## src/design/core_pkg.sv

```systemverilog
package core_pkg;

	typedef logic [31:0] word;
	typedef logic [29:0] ptr; // Word address.
	typedef logic [3:0]  reg_num;

	localparam reg_num R14 = 4'd14; // Link register.

	typedef struct packed {
		logic n;
		logic z;
		logic c;
		logic v;
	} psr_flags;

	typedef enum logic [3:0] {
		eq = 4'b0000,
		ne = 4'b0001,
		cs = 4'b0010,
		cc = 4'b0011,
		mi = 4'b0100,
		pl = 4'b0101,
		vs = 4'b0110,
		vc = 4'b0111,
		hi = 4'b1000,
		ls = 4'b1001,
		ge = 4'b1010,
		lt = 4'b1011,
		gt = 4'b1100,
		le = 4'b1101,
		al = 4'b1110,
		nv = 4'b1111
	} cond_code;

	typedef enum logic [3:0] {
		op_and = 4'b0000,
		op_eor = 4'b0001,
		op_sub = 4'b0010,
		op_rsb = 4'b0011,
		op_add = 4'b0100,
		op_adc = 4'b0101,
		op_sbc = 4'b0110,
		op_rsc = 4'b0111,
		op_tst = 4'b1000,
		op_teq = 4'b1001,
		op_cmp = 4'b1010,
		op_cmn = 4'b1011,
		op_orr = 4'b1100,
		op_mov = 4'b1101,
		op_bic = 4'b1110,
		op_mvn = 4'b1111
	} alu_op;

	// Second operand, either a rotated immediate or a shifted register.
	typedef struct packed {
		logic       is_imm;
		word        imm;          // Already rotated.
		reg_num     r;
		logic       shift_by_reg;
		reg_num     rs;
		logic [4:0] shift_imm;    // Zero with shr stands for 32.
		logic       shl;
		logic       shr;
		logic       ror;
		logic       sign_extend;
		logic       rrx;
	} snd_decode;

	typedef struct packed {
		alu_op  op;
		reg_num rn;
		reg_num rd;
		logic   uses_rn;
		logic   uses_carry_in;
	} data_decode;

endpackage

```

## src/design/core_decode_if.sv

```systemverilog
interface core_decode_if import core_pkg::*; ();

	logic       execute;
	logic       undefined;
	logic       writeback;
	logic       update_flags;
	logic       branch;
	ptr         branch_offset;
	snd_decode  snd_ctrl;
	data_decode data_ctrl;

	modport decoder (
		output execute, undefined, writeback, update_flags, branch,
		output branch_offset, snd_ctrl, data_ctrl
	);

	modport stage (
		input execute, undefined, writeback, update_flags, branch,
		input branch_offset, snd_ctrl, data_ctrl
	);

endinterface

```

## src/design/core_decode_conds.sv

```systemverilog
module core_decode_conds import core_pkg::*; (
	input  cond_code cond,
	input  psr_flags flags,

	output logic     execute,
	output logic     undefined
);

	always_comb begin
		undefined = 1'b0;

		unique case (cond)
			eq: execute = flags.z;
			ne: execute = !flags.z;
			cs: execute = flags.c;
			cc: execute = !flags.c;
			mi: execute = flags.n;
			pl: execute = !flags.n;
			vs: execute = flags.v;
			vc: execute = !flags.v;

			hi: execute = flags.c && !flags.z;
			ls: execute = !flags.c || flags.z;

			// Signed comparisons.
			ge: execute = flags.n == flags.v;
			lt: execute = flags.n != flags.v;
			gt: execute = !flags.z && (flags.n == flags.v);
			le: execute = flags.z || (flags.n != flags.v);

			al: execute = 1'b1;

			nv: begin
				execute = 1'b0;
				undefined = 1'b1; // Reserved encoding.
			end
		endcase
	end

endmodule

```

## src/design/core_decode_snd.sv

```systemverilog
module core_decode_snd import core_pkg::*; (
	input  word       insn,
	input  logic      is_imm,
	input  logic      shift_by_reg_if_reg,

	output snd_decode decode,
	output logic      undefined
);

	logic [5:0]  rotate;
	logic [63:0] imm_pair;
	logic [63:0] imm_rotated;

	// Rotate right by doubling the immediate and shifting the pair.
	assign rotate = {1'b0, insn[11:8], 1'b0};
	assign imm_pair = {2{24'd0, insn[7:0]}};
	assign imm_rotated = imm_pair >> rotate;

	always_comb begin
		decode.is_imm = is_imm;
		decode.imm = imm_rotated[31:0];
		decode.r = insn[3:0];
		decode.rs = insn[11:8];
		decode.shift_imm = insn[11:7];
		decode.shift_by_reg = !is_imm && shift_by_reg_if_reg;

		decode.shl = 1'b0;
		decode.shr = 1'b0;
		decode.ror = 1'b0;
		decode.sign_extend = 1'b0;
		decode.rrx = 1'b0;

		if (!is_imm) begin
			unique case (insn[6:5])
				2'b00: decode.shl = 1'b1;
				2'b01: decode.shr = 1'b1; // By 0 means by 32.
				2'b10: begin
					decode.shr = 1'b1;
					decode.sign_extend = 1'b1;
				end
				2'b11: begin
					if (!shift_by_reg_if_reg && insn[11:7] == 5'd0)
						decode.rrx = 1'b1;
					else
						decode.ror = 1'b1;
				end
			endcase
		end
	end

	// Bit 7 set here belongs to the multiply and extra load/store space.
	assign undefined = !is_imm && shift_by_reg_if_reg && insn[7];

endmodule

```

## src/design/core_decode_data.sv

```systemverilog
module core_decode_data import core_pkg::*; (
	input  word        insn,

	output data_decode decode,
	output logic       writeback,
	output logic       update_flags,
	output logic       snd_is_imm,
	output logic       snd_shift_by_reg_if_reg
);

	alu_op op;
	logic  s_bit;
	logic  is_test;

	assign op = alu_op'(insn[24:21]);
	assign s_bit = insn[20];

	always_comb begin
		unique case (op)
			op_tst, op_teq, op_cmp, op_cmn:
				is_test = 1'b1;
			default:
				is_test = 1'b0;
		endcase
	end

	always_comb begin
		decode.op = op;
		decode.rn = insn[19:16];
		decode.rd = insn[15:12];

		// mov and mvn only look at the second operand.
		decode.uses_rn = !(op == op_mov || op == op_mvn);
		decode.uses_carry_in = op == op_adc || op == op_sbc || op == op_rsc;
	end

	// Comparisons always set the flags and have no destination.
	assign writeback = !is_test;
	assign update_flags = is_test || s_bit;

	assign snd_is_imm = insn[25];
	assign snd_shift_by_reg_if_reg = insn[4];

endmodule

```

## src/design/core_decode.sv

```systemverilog
module core_decode import core_pkg::*; (
	input  word                  insn,
	input  psr_flags             flags,

	core_decode_if.decoder       dec
);

	logic cond_undefined;

	core_decode_conds conds (
		.cond(cond_code'(insn[31:28])),
		.flags(flags),
		.execute(dec.execute),
		.undefined(cond_undefined)
	);

	data_decode data;
	logic       data_writeback;
	logic       data_update_flags;
	logic       data_is_imm;
	logic       data_shift_by_reg_if_reg;

	core_decode_data group_data (
		.insn(insn),
		.decode(data),
		.writeback(data_writeback),
		.update_flags(data_update_flags),
		.snd_is_imm(data_is_imm),
		.snd_shift_by_reg_if_reg(data_shift_by_reg_if_reg)
	);

	snd_decode snd;
	logic      snd_undefined;

	core_decode_snd snd_operand (
		.insn(insn),
		.is_imm(data_is_imm),
		.shift_by_reg_if_reg(data_shift_by_reg_if_reg),
		.decode(snd),
		.undefined(snd_undefined)
	);

	always_comb begin
		dec.undefined = cond_undefined;
		dec.writeback = 1'b0;
		dec.update_flags = 1'b0;
		dec.branch = 1'b0;
		dec.branch_offset = '0;
		dec.snd_ctrl = '0;
		dec.data_ctrl = '0;

		priority casez ({insn[27:20], insn[7:4]})
			12'b0000_00??_1001: ; // mul, mla
			12'b0000_1???_1001: ; // Long multiply.
			12'b0001_0?00_1001: ; // swp
			12'b000?_????_1??1: ; // Halfword and signed loads and stores.
			12'b0001_0?00_0000: ; // mrs
			12'b0001_0?10_0000: ; // Register form of msr.
			12'b0011_0?10_????: ; // Immediate form of msr.

			12'b00??_????_????: begin
				dec.snd_ctrl = snd;
				dec.data_ctrl = data;
				dec.writeback = data_writeback;
				dec.update_flags = data_update_flags;
				dec.undefined = cond_undefined | snd_undefined;
			end

			12'b011?_????_???1:
				dec.undefined = 1'b1; // Media space.

			12'b01??_????_????: ; // ldr, str
			12'b100?_????_????: ; // ldm, stm

			12'b101?_????_????: begin
				dec.branch = 1'b1;
				dec.branch_offset = {{6{insn[23]}}, insn[23:0]};
				if (insn[24]) begin
					dec.data_ctrl.rd = R14;
					dec.writeback = 1'b1;
				end
			end

			12'b110?_????_????: ; // Coprocessor transfers.
			12'b1110_????_????: ; // Coprocessor data and register moves.
			12'b1111_????_????: ; // swi
		endcase
	end

endmodule

```

## src/design/core_decode_stage.sv

```systemverilog
module core_decode_stage import core_pkg::*; (
	input  logic       clk,
	input  logic       reset,

	input  logic       in_valid,
	input  word        insn,
	input  psr_flags   flags,

	output logic       out_valid,
	output logic       execute,
	output logic       undefined,
	output logic       writeback,
	output logic       update_flags,
	output logic       branch,
	output ptr         branch_offset,
	output snd_decode  snd_ctrl,
	output data_decode data_ctrl
);

	core_decode_if dec_bus ();

	core_decode decode (
		.insn(insn),
		.flags(flags),
		.dec(dec_bus.decoder)
	);

	always_ff @(posedge clk) begin
		if (reset) begin
			out_valid <= 1'b0;
			undefined <= 1'b0;
			writeback <= 1'b0;
			update_flags <= 1'b0;
			branch <= 1'b0;
		end else begin
			out_valid <= in_valid; // One cycle per strobe.
			if (in_valid) begin
				undefined <= dec_bus.undefined;
				writeback <= dec_bus.writeback;
				update_flags <= dec_bus.update_flags;
				branch <= dec_bus.branch;
			end
		end
	end

	always_ff @(posedge clk)
		if (in_valid) begin
			execute <= dec_bus.execute;
			branch_offset <= dec_bus.branch_offset;
			snd_ctrl <= dec_bus.snd_ctrl;
			data_ctrl <= dec_bus.data_ctrl;
		end

endmodule

```

## config.mk

```make
export PLATFORM = sky130hd
export DESIGN_NAME = core_decode_stage
export DESIGN_NICKNAME = d
export VERILOG_FILES = /design/src/design/core_pkg.sv /design/src/design/core_decode_if.sv /design/src/design/core_decode_conds.sv /design/src/design/core_decode_snd.sv /design/src/design/core_decode_data.sv /design/src/design/core_decode.sv /design/src/design/core_decode_stage.sv
export SDC_FILE = /design/constraint.sdc
export NUM_CORES = 1
export LEC_CHECK = 0
export BUFFER_PORTS_ARGS = -buffer_cell sky130_fd_sc_hd__buf_2
export CORE_ASPECT_RATIO = 1.4
export CORE_MARGIN = 3
export CORE_UTILIZATION = 50
export DETAILED_ROUTE_END_ITERATION = 16
export MAX_ROUTING_LAYER = met4
export PLACE_DENSITY = 0.8
export SKIP_LAST_GASP = 1
export SYNTH_ARGS = -nofsm -noshare
export SYNTH_HDL_FRONTEND = slang
export SYNTH_SLANG_ARGS = --single-unit
export TNS_END_PERCENT = 5
```

## constraint.sdc

```tcl
create_clock -name clk -period 4 [get_ports clk]
set_input_delay 0.6 -clock clk [delete_from_list [all_inputs] [get_ports clk]]
set_output_delay 0.6 -clock clk [all_outputs]
set_load 0.05 [all_outputs]
```

==> results by group, run 1 <==
Status
  • Status: finished clean

Synth
  • Synthesis Warnings: 0
  • Synthesized flop and latch total: 92
  • Largest family of logic cells by synthesized area: simple AND/OR/NAND/NOR gates
  • Post-Synth Simple-Gate Area: 0.195
  • Post-Synth Adder-Cell Area: 0.00900
  • Net Count, Synth: 384
  • Post-synthesis area per instance: 12.2 µm²
  • Ys flop type: edfxtp_1
  • Compound-Gate Fraction of Synth Area: 0.0624
  • Cells after Synth: 342
  • Seq/Total Area, Yosys: 0.650
  • Number of synthesized flops with an enable pin: 87
  • Post-synthesis async set-or-reset flop share: 0
  • Mux share of post-synthesis cell area: 0.0273
  • Synth unique cells: 41
  • Post-synthesis xor/xnor area fraction: 0.00630
  • Mapped cell area: 4170 µm²

Clock network
  • CTS tree: built
  • Post-cts hold buffer count: 0
  • Sink Count: 92
  • Clk root buf: clkbuf_8
  • Clock Latency Late Sink: 360 ps
  • Clock Pin Slew Worst Setup and Hold Paths: 90 ps
  • Post-CTS setup buffer count: 0
  • # H-tree levels: 3
  • Max clock buf depth: 2
  • Cts repair resizes: 0
  • TritonCTS Buffers: 9

STA
  • RSZ-0062 raised after global routing: false
  • Worst Tran Pin Value: 1130 ps
  • Final worst slack: 1980 ps
  • Fmax: 495 MHz
  • Relative slew slack: 0.245
  • Setup tns final: 0 ps
  • Pins Over Slew Limit: 0
  • Layout Skew: 0 ps
  • Endpoints failing setup: 0
  • Hold violation total from the final report: 0
  • Minimum clock period: 2020 ps
  • Fin crit share: 0.505
  • Final hold slack: 457 ps

Critical path
  • CP cell instances: buf_2 -> or4_4 -> o21ai_2 -> a21oi_1 -> nand2_1 -> nor2_1
  • Setup crit end kind: flip-flop
  • Setup slack, reg-to-reg: 3220 ps
  • Worst setup path category: in -> reg
  • CP arrival: 2110 ps
  • Peak fanout along the critical path: 15
  • Crit-path max cell delay: 530 ps
  • Startpoint Class: input port
  • CP required: 4090 ps
  • Crit-path slowest cell: or4_4

Floorplanning
  • Die height: 114 µm
  • Die footprint: 9490 µm²
  • Initial Utilization: 0.525
  • Die width: 83.2 µm
  • Num ports: 141
  • Std-Cell Rows: 38
  • Core area: 7940 µm²

Global route
  • Gr usage total: 0.201
  • GR Overflow Total: 0
  • Vias in the first global route: 2862
  • Largest net degree at the start of global routing: 95
  • Global-route wire length before repair: 14.4 mm
  • Initial antenna violation count: 0

Power
  • PwrDens: 428 nW/µm²
  • Maximum vdd drop: 0.234 mV
  • Leakage dissipation: 1.99 nW
  • Power, Total: 2.14 mW

Detailed routing
  • # DRC: 0
  • Via-per-instance ratio: 5.27
  • DR pass1 iterations: 5
  • Routed wire length: 9.18 mm
  • Antenna Nets Post-Route: 0
  • Via count: 3006
  • DR WL/cell: 16.1 µm
  • 1st-iter DRT viols: 145

Final layout
  • Syn-to-layout area delta: 19.7%
  • Final net count: 507
  • Commonest non-fill, non-tap cell in the layout: buf_2
  • Share of layout cells above drive strength 1: 0.345
  • Post-route cell area: 4990 µm²
  • Commonest non-fill, non-tap cells in the layout: buf_2, edfxtp_1, and2_1
  • Final non-filler cell total: 570
  • # diodes: 0
  • Fin util: 0.629

Placement
  • GP Congestion: 0.797
  • Pre-CTS setup slack: 1610 ps
  • Buffers on Ports: 140
  • Placed cells: 554
  • Cell Area, Placed: 4830 µm²
  • Post-DP HPWL: 6.58 mm

Worst hold path
  • Hold Path Class: in -> reg

Run
  • Total of max-cap violations: 0
## area by class of cell
cell class / count / area (µm²)
Clock buffer: 11 / 131
Clock inverter: 5 / 28.8
Fill cell: 621 / 2950
Inverter: 7 / 26.3
Multi-Input combinational cell: 214 / 1260
Sequential cell: 92 / 2710
Tap cell: 100 / 125
Timing Repair Buffer: 141 / 711
## logic make-up after synthesis
group	count (synthesis)
multiplexers	11
adder cells (fa/ha/maj)	3
AND/OR/NAND/NOR	154
buffers and inverters	36
flip-flops	92
AO/OA/AOI/OAI	43
XOR/XNOR	3
## final timing paths
check / to / depth (start not counted) / start
worst min-delay path: undefined / 2 / reset
worst min register to register: writeback / 2 / writeback
worst max-delay path: snd_ctrl[39] / 6 / insn[7]
worst max register to register: update_flags / 2 / update_flags
## synthesized netlist by cell type (4+ instances only)
library cell	n	area, µm²
inv_1	7	26.3
edfxtp_1	87	2610
clkbuf_1	12	45.0
o21ai_0	4	20.0
nor3_1	12	60.1
mux2i_1	8	80.1
dfxtp_1	5	100
a31oi_1	5	31.3
nor2_1	40	150
nand2_1	22	82.6
nor3b_1	7	52.6
buf_4	12	90.1
and2_1	44	275
nand2b_1	4	25.0
nor2b_1	8	50.1
a21oi_1	23	115
## power breakdown
group | total (mW) | internal, mW | leakage [nW] | switching, mW
Sequential | 1.14 | 1.12 | 0.870 | 0.0179
Clock | 0.531 | 0.222 | 0.0768 | 0.309
Combinational | 0.470 | 0.0993 | 1.04 | 0.370
## state kept, by name, indices dropped and copies added (netlist names)
name           count
out_valid          1
data_ctrl         14
branch             1
branch_offset     24
snd_ctrl          48
update_flags       1
undefined          1
execute            1
writeback          1
## critical path, delay by kind of cell
| family | cells | cell delay (ps) |
|---|---|---|
| simple gates | 3 | 1060 |
| compound gates | 2 | 280 |
| buf+inv | 1 | 160 |
## routing by layer
| metal | wire length, µm | global-route usage | share of wire | vias up |
|---|---|---|---|---|
| li1 | - | - | - | 1457 |
| met1 | 3560 | 0.231 | 0.39 | 1414 |
| met2 | 4770 | 0.334 | 0.52 | 119 |
| met3 | 615 | 0.0547 | 0.067 | 16 |
| met4 | 242 | 0.0872 | 0.026 | 0 |
| met5 | 0 | - | 0 | - |
Power figures use the tool's default switching activity.
==> inputs of run 2 (changes only) <==
--- a/config.mk
+++ b/config.mk
@@ -5,6 +5,7 @@
 export SDC_FILE = /design/constraint.sdc
 export NUM_CORES = 1
 export LEC_CHECK = 0
+export ABC_AREA = 1
 export BUFFER_PORTS_ARGS = -buffer_cell sky130_fd_sc_hd__buf_2
 export CORE_ASPECT_RATIO = 1.4
 export CORE_MARGIN = 3
==> constraint.sdc (replaced) <==
create_clock -name clk -period 2 [get_ports clk]
set_input_delay 0.3 -clock clk [delete_from_list [all_inputs] [get_ports clk]]
set_output_delay 0.3 -clock clk [all_outputs]
set_load 0.05 [all_outputs]
==> results by group, run 2 <==
Status
  • Status: finished clean (unchanged)

Detailed routing
  • # DRC: 0 (unchanged)
  • Via count: 3689 (was 3006)
  • 1st-iter DRT viols: 256 (was 145)
  • Antenna Nets Post-Route: 0 (unchanged)
  • Via-per-instance ratio: 5.18 (was 5.27)
  • DR WL/cell: 15.1 µm (was 16.1 µm)
  • Routed wire length: 10.8 mm (was 9.18 mm)
  • DR pass1 iterations: 5 (unchanged)

Synth
  • Seq/Total Area, Yosys: 0.613 (was 0.650)
  • Post-synth top area cell: edfxtp_1 (unchanged)
  • Commonest cells post-synth: nor2_1, nand2_1, edfxtp_1, inv_1, o21ai_0 (was edfxtp_1, and2_1, nor2_1, a21oi_1, nand2_1)
  • Share of the synthesized area in the top cell type: 0.590 (was 0.626)
  • Synthesis Warnings: 0 (unchanged)
  • Net Count, Synth: 512 (was 384)
  • Synthesized flop and latch total: 92 (unchanged)
  • Synth area leaders: edfxtp_1, nor2_1, nand2_1, inv_1, dfxtp_1 (was edfxtp_1, and2_1, nor2_1, a21oi_1, dfxtp_1)
  • Synth unique cells: 28 (was 41)
  • Cells after Synth: 470 (was 342)
  • Number of synthesized flops with an enable pin: 87 (unchanged)
  • Post-synthesis async set-or-reset flop share: 0 (unchanged)
  • Mapped cell area: 4420 µm² (was 4170 µm²)
  • Ys flop type: edfxtp_1 (unchanged)
  • Post-synthesis area per instance: 9.41 µm² (was 12.2 µm²)
  • Most common cell in the synthesized netlist: nor2_1 (was edfxtp_1)

Global route
  • Gr usage total: 0.228 (was 0.201)
  • Largest net degree at the start of global routing: 50 (was 95)
  • Initial antenna violation count: 0 (unchanged)
  • GR Overflow Total: 0 (unchanged)
  • Vias in the first global route: 3611 (was 2862)
  • Global-route wire length before repair: 17.3 mm (was 14.4 mm)

Clock network
  • Sink Count: 92 (unchanged)
  • TritonCTS Buffers: 9 (unchanged)
  • Post-CTS setup buffer count: 0 (unchanged)
  • # H-tree levels: 3 (unchanged)
  • Post-cts hold buffer count: 0 (unchanged)
  • Clock Pin Slew Worst Setup and Hold Paths: 60 ps (was 90 ps)
  • Clk root buf: clkbuf_16 (was clkbuf_8)
  • Cts repair resizes: 0 (unchanged)
  • Max clock buf depth: 2 (unchanged)
  • Clock Latency Late Sink: 340 ps (was 360 ps)
  • CTS tree: built (unchanged)

Critical path
  • Startpoint Class: input port (unchanged)
  • Peak fanout along the critical path: 22 (was 15)
  • Setup crit end kind: flip-flop (unchanged)
  • CP required: 2150 ps (was 4090 ps)
  • Worst setup path category: in -> reg (unchanged)
  • CP arrival: 1580 ps (was 2110 ps)
  • Setup slack, reg-to-reg: 1370 ps (was 3220 ps)

Placement
  • Post-DP HPWL: 8.25 mm (was 6.58 mm)
  • Buffers on Ports: 140 (unchanged)
  • GP Congestion: 0.933 (was 0.797)

Final layout
  • Multi-input logic area: 1320 µm² (was 1260 µm²)
  • Fillcell total: 745 (was 621)
  • Commonest non-fill, non-tap cell in the layout: buf_2 (unchanged)
  • Largest register FFs: 48 (unchanged)
  • Final net count: 644 (was 507)
  • Top Registers: snd_ctrl x48, branch_offset x24, data_ctrl x14 (unchanged)
  • Syn-to-layout area delta: 23.1% (was 19.7%)
  • Reg area: 2710 µm² (unchanged)
  • # diodes: 0 (unchanged)
  • Top reg by flops: snd_ctrl (unchanged)
  • Commonest non-fill, non-tap cells in the layout: buf_2, nor2_1, nand2_1 (was buf_2, edfxtp_1, and2_1)
  • Share of layout cells above drive strength 1: 0.303 (was 0.345)

STA
  • Fin crit share: 0.717
  • Layout Skew: 0 ps (unchanged)
  • Hold violation total from the final report: 0 (unchanged)
  • Fmax: 697 MHz
  • Setup tns final: 0 ps (unchanged)
  • Pins Over Slew Limit: 0 (unchanged)
  • RSZ-0062 raised after global routing: false (unchanged)
  • Minimum clock period: 1430 ps
  • Worst Tran Pin Value: 670 ps (was 1130 ps)
  • Endpoints failing setup: 0 (unchanged)
  • Relative slew slack: 0.553 (was 0.245)

Power
  • Maximum vdd drop: 0.631 mV (was 0.234 mV)
  • Comb pwr share: 0.210 (was 0.220)
  • Power, Total: 4.84 mW (was 2.14 mW)
  • Clock share of power: 0.319 (was 0.249)
  • Sw Pwr: 1.52 mW (was 697 µW)
  • Cell-internal power: 3.32 mW (was 1.44 mW)
  • PwrDens: 888 nW/µm² (was 428 nW/µm²)
  • Switching Fraction: 0.314 (was 0.326)
  • Leakage dissipation: 2.46 nW (was 1.99 nW)
  • Sequential share of power: 0.471 (was 0.532)

Floorplanning
  • Core area: 8610 µm² (was 7940 µm²)
  • Initial Utilization: 0.514 (was 0.525)
  • Die footprint: 10000 µm² (was 9490 µm²)
  • Die width: 85.5 µm (was 83.2 µm)
  • Die height: 117 µm (was 114 µm)
  • Num ports: 141 (unchanged)
  • Std-Cell Rows: 40 (was 38)

Worst hold path
  • Hold Path Class: in -> reg (unchanged)

Run
  • Total of max-cap violations: 0 (unchanged)
[run 2: final timing paths]
check                       to      start  cells after the start
hold reg to reg         branch     branch                      2
setup reg to reg     undefined  undefined                      2
setup / recovery  snd_ctrl[37]    insn[4]                      8
hold / removal       out_valid      reset                      2
[run 2: area by class of cell]
class,count,area share
Inverter,59,0.0407
Clock buffer,12,0.0452
Sequential cell,92,0.498
Clock inverter,4,0.00482
Multi-Input combinational cell,293,0.242
Timing Repair Buffer,147,0.146
Tap cell,105,0.0241
[run 2: per-stage QoR]
step	hold WS (ps)	utilization	area [µm²]	worst slack (ps)	instances
5_1_grt	161	0.633	5450	421	712
2_1_floorplan	383	-	4420	586	470
3_5_place_dp	485	0.601	5170	233	696
3_3_place_gp	456	0.601	5170	277	696
4_1_cts	138	0.633	5450	591	712
6_report	150	0.633	5450	565	712
[run 2: kinds of logic (layout without fill, tap and decap cells)]
| kind of cell | after synthesis | after routing | share of synthesized area |
|---|---|---|---|
| AO/OA/AOI/OAI | 34 | 34 | 0.0404 |
| AND/OR/NAND/NOR | 256 | 256 | 0.249 |
| flip-flops | 92 | 92 | 0.613 |
| adder cells (fa/ha/maj) | 3 | 3 | 0.00849 |
| buffers and inverters | 85 | 222 | 0.0894 |
[run 2: critical path, stage by stage]
cell and delay (ps):
buf_2 150, nand2_1 120, inv_1 70, nand4_1 90, nand2_1 80, nor2_2 270, nand2_4 230, nor2_1 270
[run 2: routing by layer]
metal	global-route usage	wire length, µm
met1	0.254	3980
met2	0.392	5730
met3	0.0401	725
met4	0.104	343
met5	-	0
[run 2: power groups by stage]
stage               Sequential (mW)  Combinational [mW]  Clock, mW
finish                         2.28                1.01       1.54
global route                   2.29                1.07       1.65
CTS                            2.28                1.02       1.57
detailed placement             2.32                1.01          0
global placement               2.32                1.00          0
floorplan                      2.77               0.289          0
==> inputs of run 3 (changes only) <==
--- a/config.mk
+++ b/config.mk
@@ -5,7 +5,7 @@
 export SDC_FILE = /design/constraint.sdc
 export NUM_CORES = 1
 export LEC_CHECK = 0
-export ABC_AREA = 1
+export ABC_AREA = 0
 export BUFFER_PORTS_ARGS = -buffer_cell sky130_fd_sc_hd__buf_2
 export CORE_ASPECT_RATIO = 1.4
 export CORE_MARGIN = 3
==> constraint.sdc (replaced) <==
create_clock -name clk -period 1.5 [get_ports clk]
set_input_delay 0.225 -clock clk [delete_from_list [all_inputs] [get_ports clk]]
set_output_delay 0.225 -clock clk [all_outputs]
set_load 0.05 [all_outputs]
==> results by group, run 3 (synthesis results as in run 1) <==
Placement
  • Pre-CTS setup slack: -517 ps (was 233 ps)
  • Post-DP HPWL: 7.11 mm (was 8.25 mm)
  • GP Congestion: 0.805 (was 0.933)
  • Placed cells: 596 (was 696)
  • Buffers on Ports: 140 (unchanged)

STA
  • Pins Over Slew Limit: 0 (unchanged)
  • Relative slew slack: 0.680 (was 0.553)
  • Minimum clock period: 1460 ps
  • Layout Skew: 0 ps (unchanged)
  • Final worst slack: 38.1 ps (was 565 ps)
  • Fmax: 684 MHz
  • Endpoints failing setup: 0 (unchanged)
  • Worst Tran Pin Value: 479 ps (was 670 ps)
  • RSZ-0062 raised after global routing: true (was false)
  • Fin crit share: 0.975
  • Hold violation total from the final report: 0 (unchanged)

Final layout
  • Fillcell total: 596 (was 745)
  • Syn-to-layout area delta: 29.4% (was 23.1%)
  • Reg area: 2710 µm² (unchanged)
  • Final non-filler cell total: 613 (was 712)
  • Multi-input logic area: 1280 µm² (was 1320 µm²)
  • Largest register FFs: 48 (unchanged)
  • Top Registers: snd_ctrl x48, branch_offset x24, data_ctrl x14 (unchanged)
  • Commonest non-fill, non-tap cells in the layout: buf_2, edfxtp_1, and2_1 (was buf_2, nor2_1, nand2_1)
  • Top reg by flops: snd_ctrl (unchanged)
  • Final net count: 550 (was 644)
  • Fin util: 0.680 (was 0.633)
  • Commonest non-fill, non-tap cell in the layout: buf_2 (unchanged)
  • Share of layout cells above drive strength 1: 0.404 (was 0.303)
  • # diodes: 0 (unchanged)

Worst hold path
  • Hold Path Class: in -> reg (unchanged)
  • Hold_sp: reset (unchanged)
  • Worst hold path cell count: 2 (unchanged)
  • Hold endpoint: writeback (was out_valid)

Floorplanning
  • Die height: 114 µm (was 117 µm)
  • Die footprint: 9490 µm² (was 10000 µm²)
  • Std-Cell Rows: 38 (was 40)
  • Core area: 7940 µm² (was 8610 µm²)
  • Num ports: 141 (unchanged)
  • Initial Utilization: 0.525 (was 0.514)
  • Die width: 83.2 µm (was 85.5 µm)

Clock network
  • # H-tree levels: 3 (unchanged)
  • Clock Pin Slew Worst Setup and Hold Paths: 80 ps (was 60 ps)
  • Clock Latency Late Sink: 350 ps (was 340 ps)
  • Sink Count: 92 (unchanged)
  • Post-cts hold buffer count: 0 (unchanged)
  • Max clock buf depth: 2 (unchanged)
  • Clk root buf: clkbuf_8 (was clkbuf_16)
  • TritonCTS Buffers: 9 (unchanged)
  • CTS tree: built (unchanged)

Detailed routing
  • DR WL/cell: 15.3 µm (was 15.1 µm)
  • Via count: 3164 (was 3689)
  • Antenna Nets Post-Route: 0 (unchanged)
  • # DRC: 0 (unchanged)
  • Routed wire length: 9.37 mm (was 10.8 mm)
  • 1st-iter DRT viols: 158 (was 256)
  • Via-per-instance ratio: 5.16 (was 5.18)
  • DR pass1 iterations: 4 (was 5)

Power
  • PwrDens: 1110 nW/µm² (was 888 nW/µm²)
  • Leakage dissipation: 2.23 nW (was 2.46 nW)
  • Maximum vdd drop: 0.608 mV (was 0.631 mV)

Critical path
  • CP arrival: 1570 ps (was 1580 ps)
  • Peak fanout along the critical path: 14 (was 22)
  • RR Endpoint: update_flags (was undefined)
  • CP required: 1600 ps (was 2150 ps)
  • FF-to-FF path depth: 2 (unchanged)
  • Startpoint Class: input port (unchanged)
  • Worst setup path category: in -> reg (unchanged)
  • Setup slack, reg-to-reg: 750 ps (was 1370 ps)
  • Setup crit end kind: flip-flop (unchanged)
  • R2R Path Start: update_flags (was undefined)

Global route
  • Global-route wire length before repair: 14.8 mm (was 17.3 mm)
  • Initial antenna violation count: 0 (unchanged)
  • Largest net degree at the start of global routing: 33 (was 50)
  • Vias in the first global route: 3118 (was 3611)
  • Gr usage total: 0.205 (was 0.228)
  • GR Overflow Total: 0 (unchanged)

Status
  • Status: finished clean (unchanged)

Run
  • Total of max-cap violations: 0 (unchanged)
run 3: cell types whose count changed in the layout (fill, tap and decap cells not counted), sizes merged, moves of 7 or more:
| cell | delta |
|---|---|
| inv | -53 |
| nand3 | -12 |
| nand2 | -77 |
| nor3b | +7 |
| buf | +37 |
| nor2b | +8 |
| nand4 | -11 |
| a21oi | +16 |
| o21ai | -15 |
| nor2 | -75 |
| and2 | +45 |
| mux2i | +8 |
run 3: layer usage:
layer,GRT usage,routed length [µm]
met1,0.241,3740
met4,0.115,355
met5,-,0
met3,0.0346,504
met2,0.336,4770
run 3: worst max-delay path, stage by stage:
cell	delay (ps)
buf_2	110
or4_4	560
o21ai_4	200
a21oi_1	110
nand2_1	150
buf_12	150
a21oi_1	50
run 3: through the flow:
stage | power (mW) | setup TNS [ps] | cell area, µm² | hold WS (ps)
global placement | 4.41 | -18410 | 5190 | 459
CTS | 5.99 | 0 | 5380 | 83.9
global route | 6.18 | -38.1 | 5400 | 78.0
detailed placement | 4.43 | -20950 | 5190 | 467
floorplan | 4.02 | -5210 | 4190 | 294
finish | 5.96 | 0 | 5400 | 87.1
run 3: layout make-up:
type	count	share of cell area
clock buffers	11	0.0243
clock inverters	5	0.00974
inverters	7	0.00487
multi-input cells	214	0.237
flip-flops and latches	92	0.503
well taps	100	0.0232
repair buffers	184	0.198
run 3: timing repair:
action,CTS,global route
resized for setup,1,2
pin swaps,0,1
endpoints found under the setup margin,25,39
buffers inserted,0,1
run 3: how the worst max path moves through the flow:
stage	start	to	slack (ps)
floorplan	insn[7]	data_ctrl[11]	-150
global placement	insn[24]	snd_ctrl[35]	-420
finish	insn[4]	snd_ctrl[24]	40
CTS	insn[4]	data_ctrl[5]	20
global route	insn[4]	snd_ctrl[50]	-9
detailed placement	insn[24]	snd_ctrl[19]	-520
run 3: report_power, final:
part	total (mW)	switching (mW)	internal, mW
clock	1.59	0.822	0.764
combinational	1.36	1.01	0.347
sequential	3.02	0.0476	2.98
total	5.96	1.88	4.09
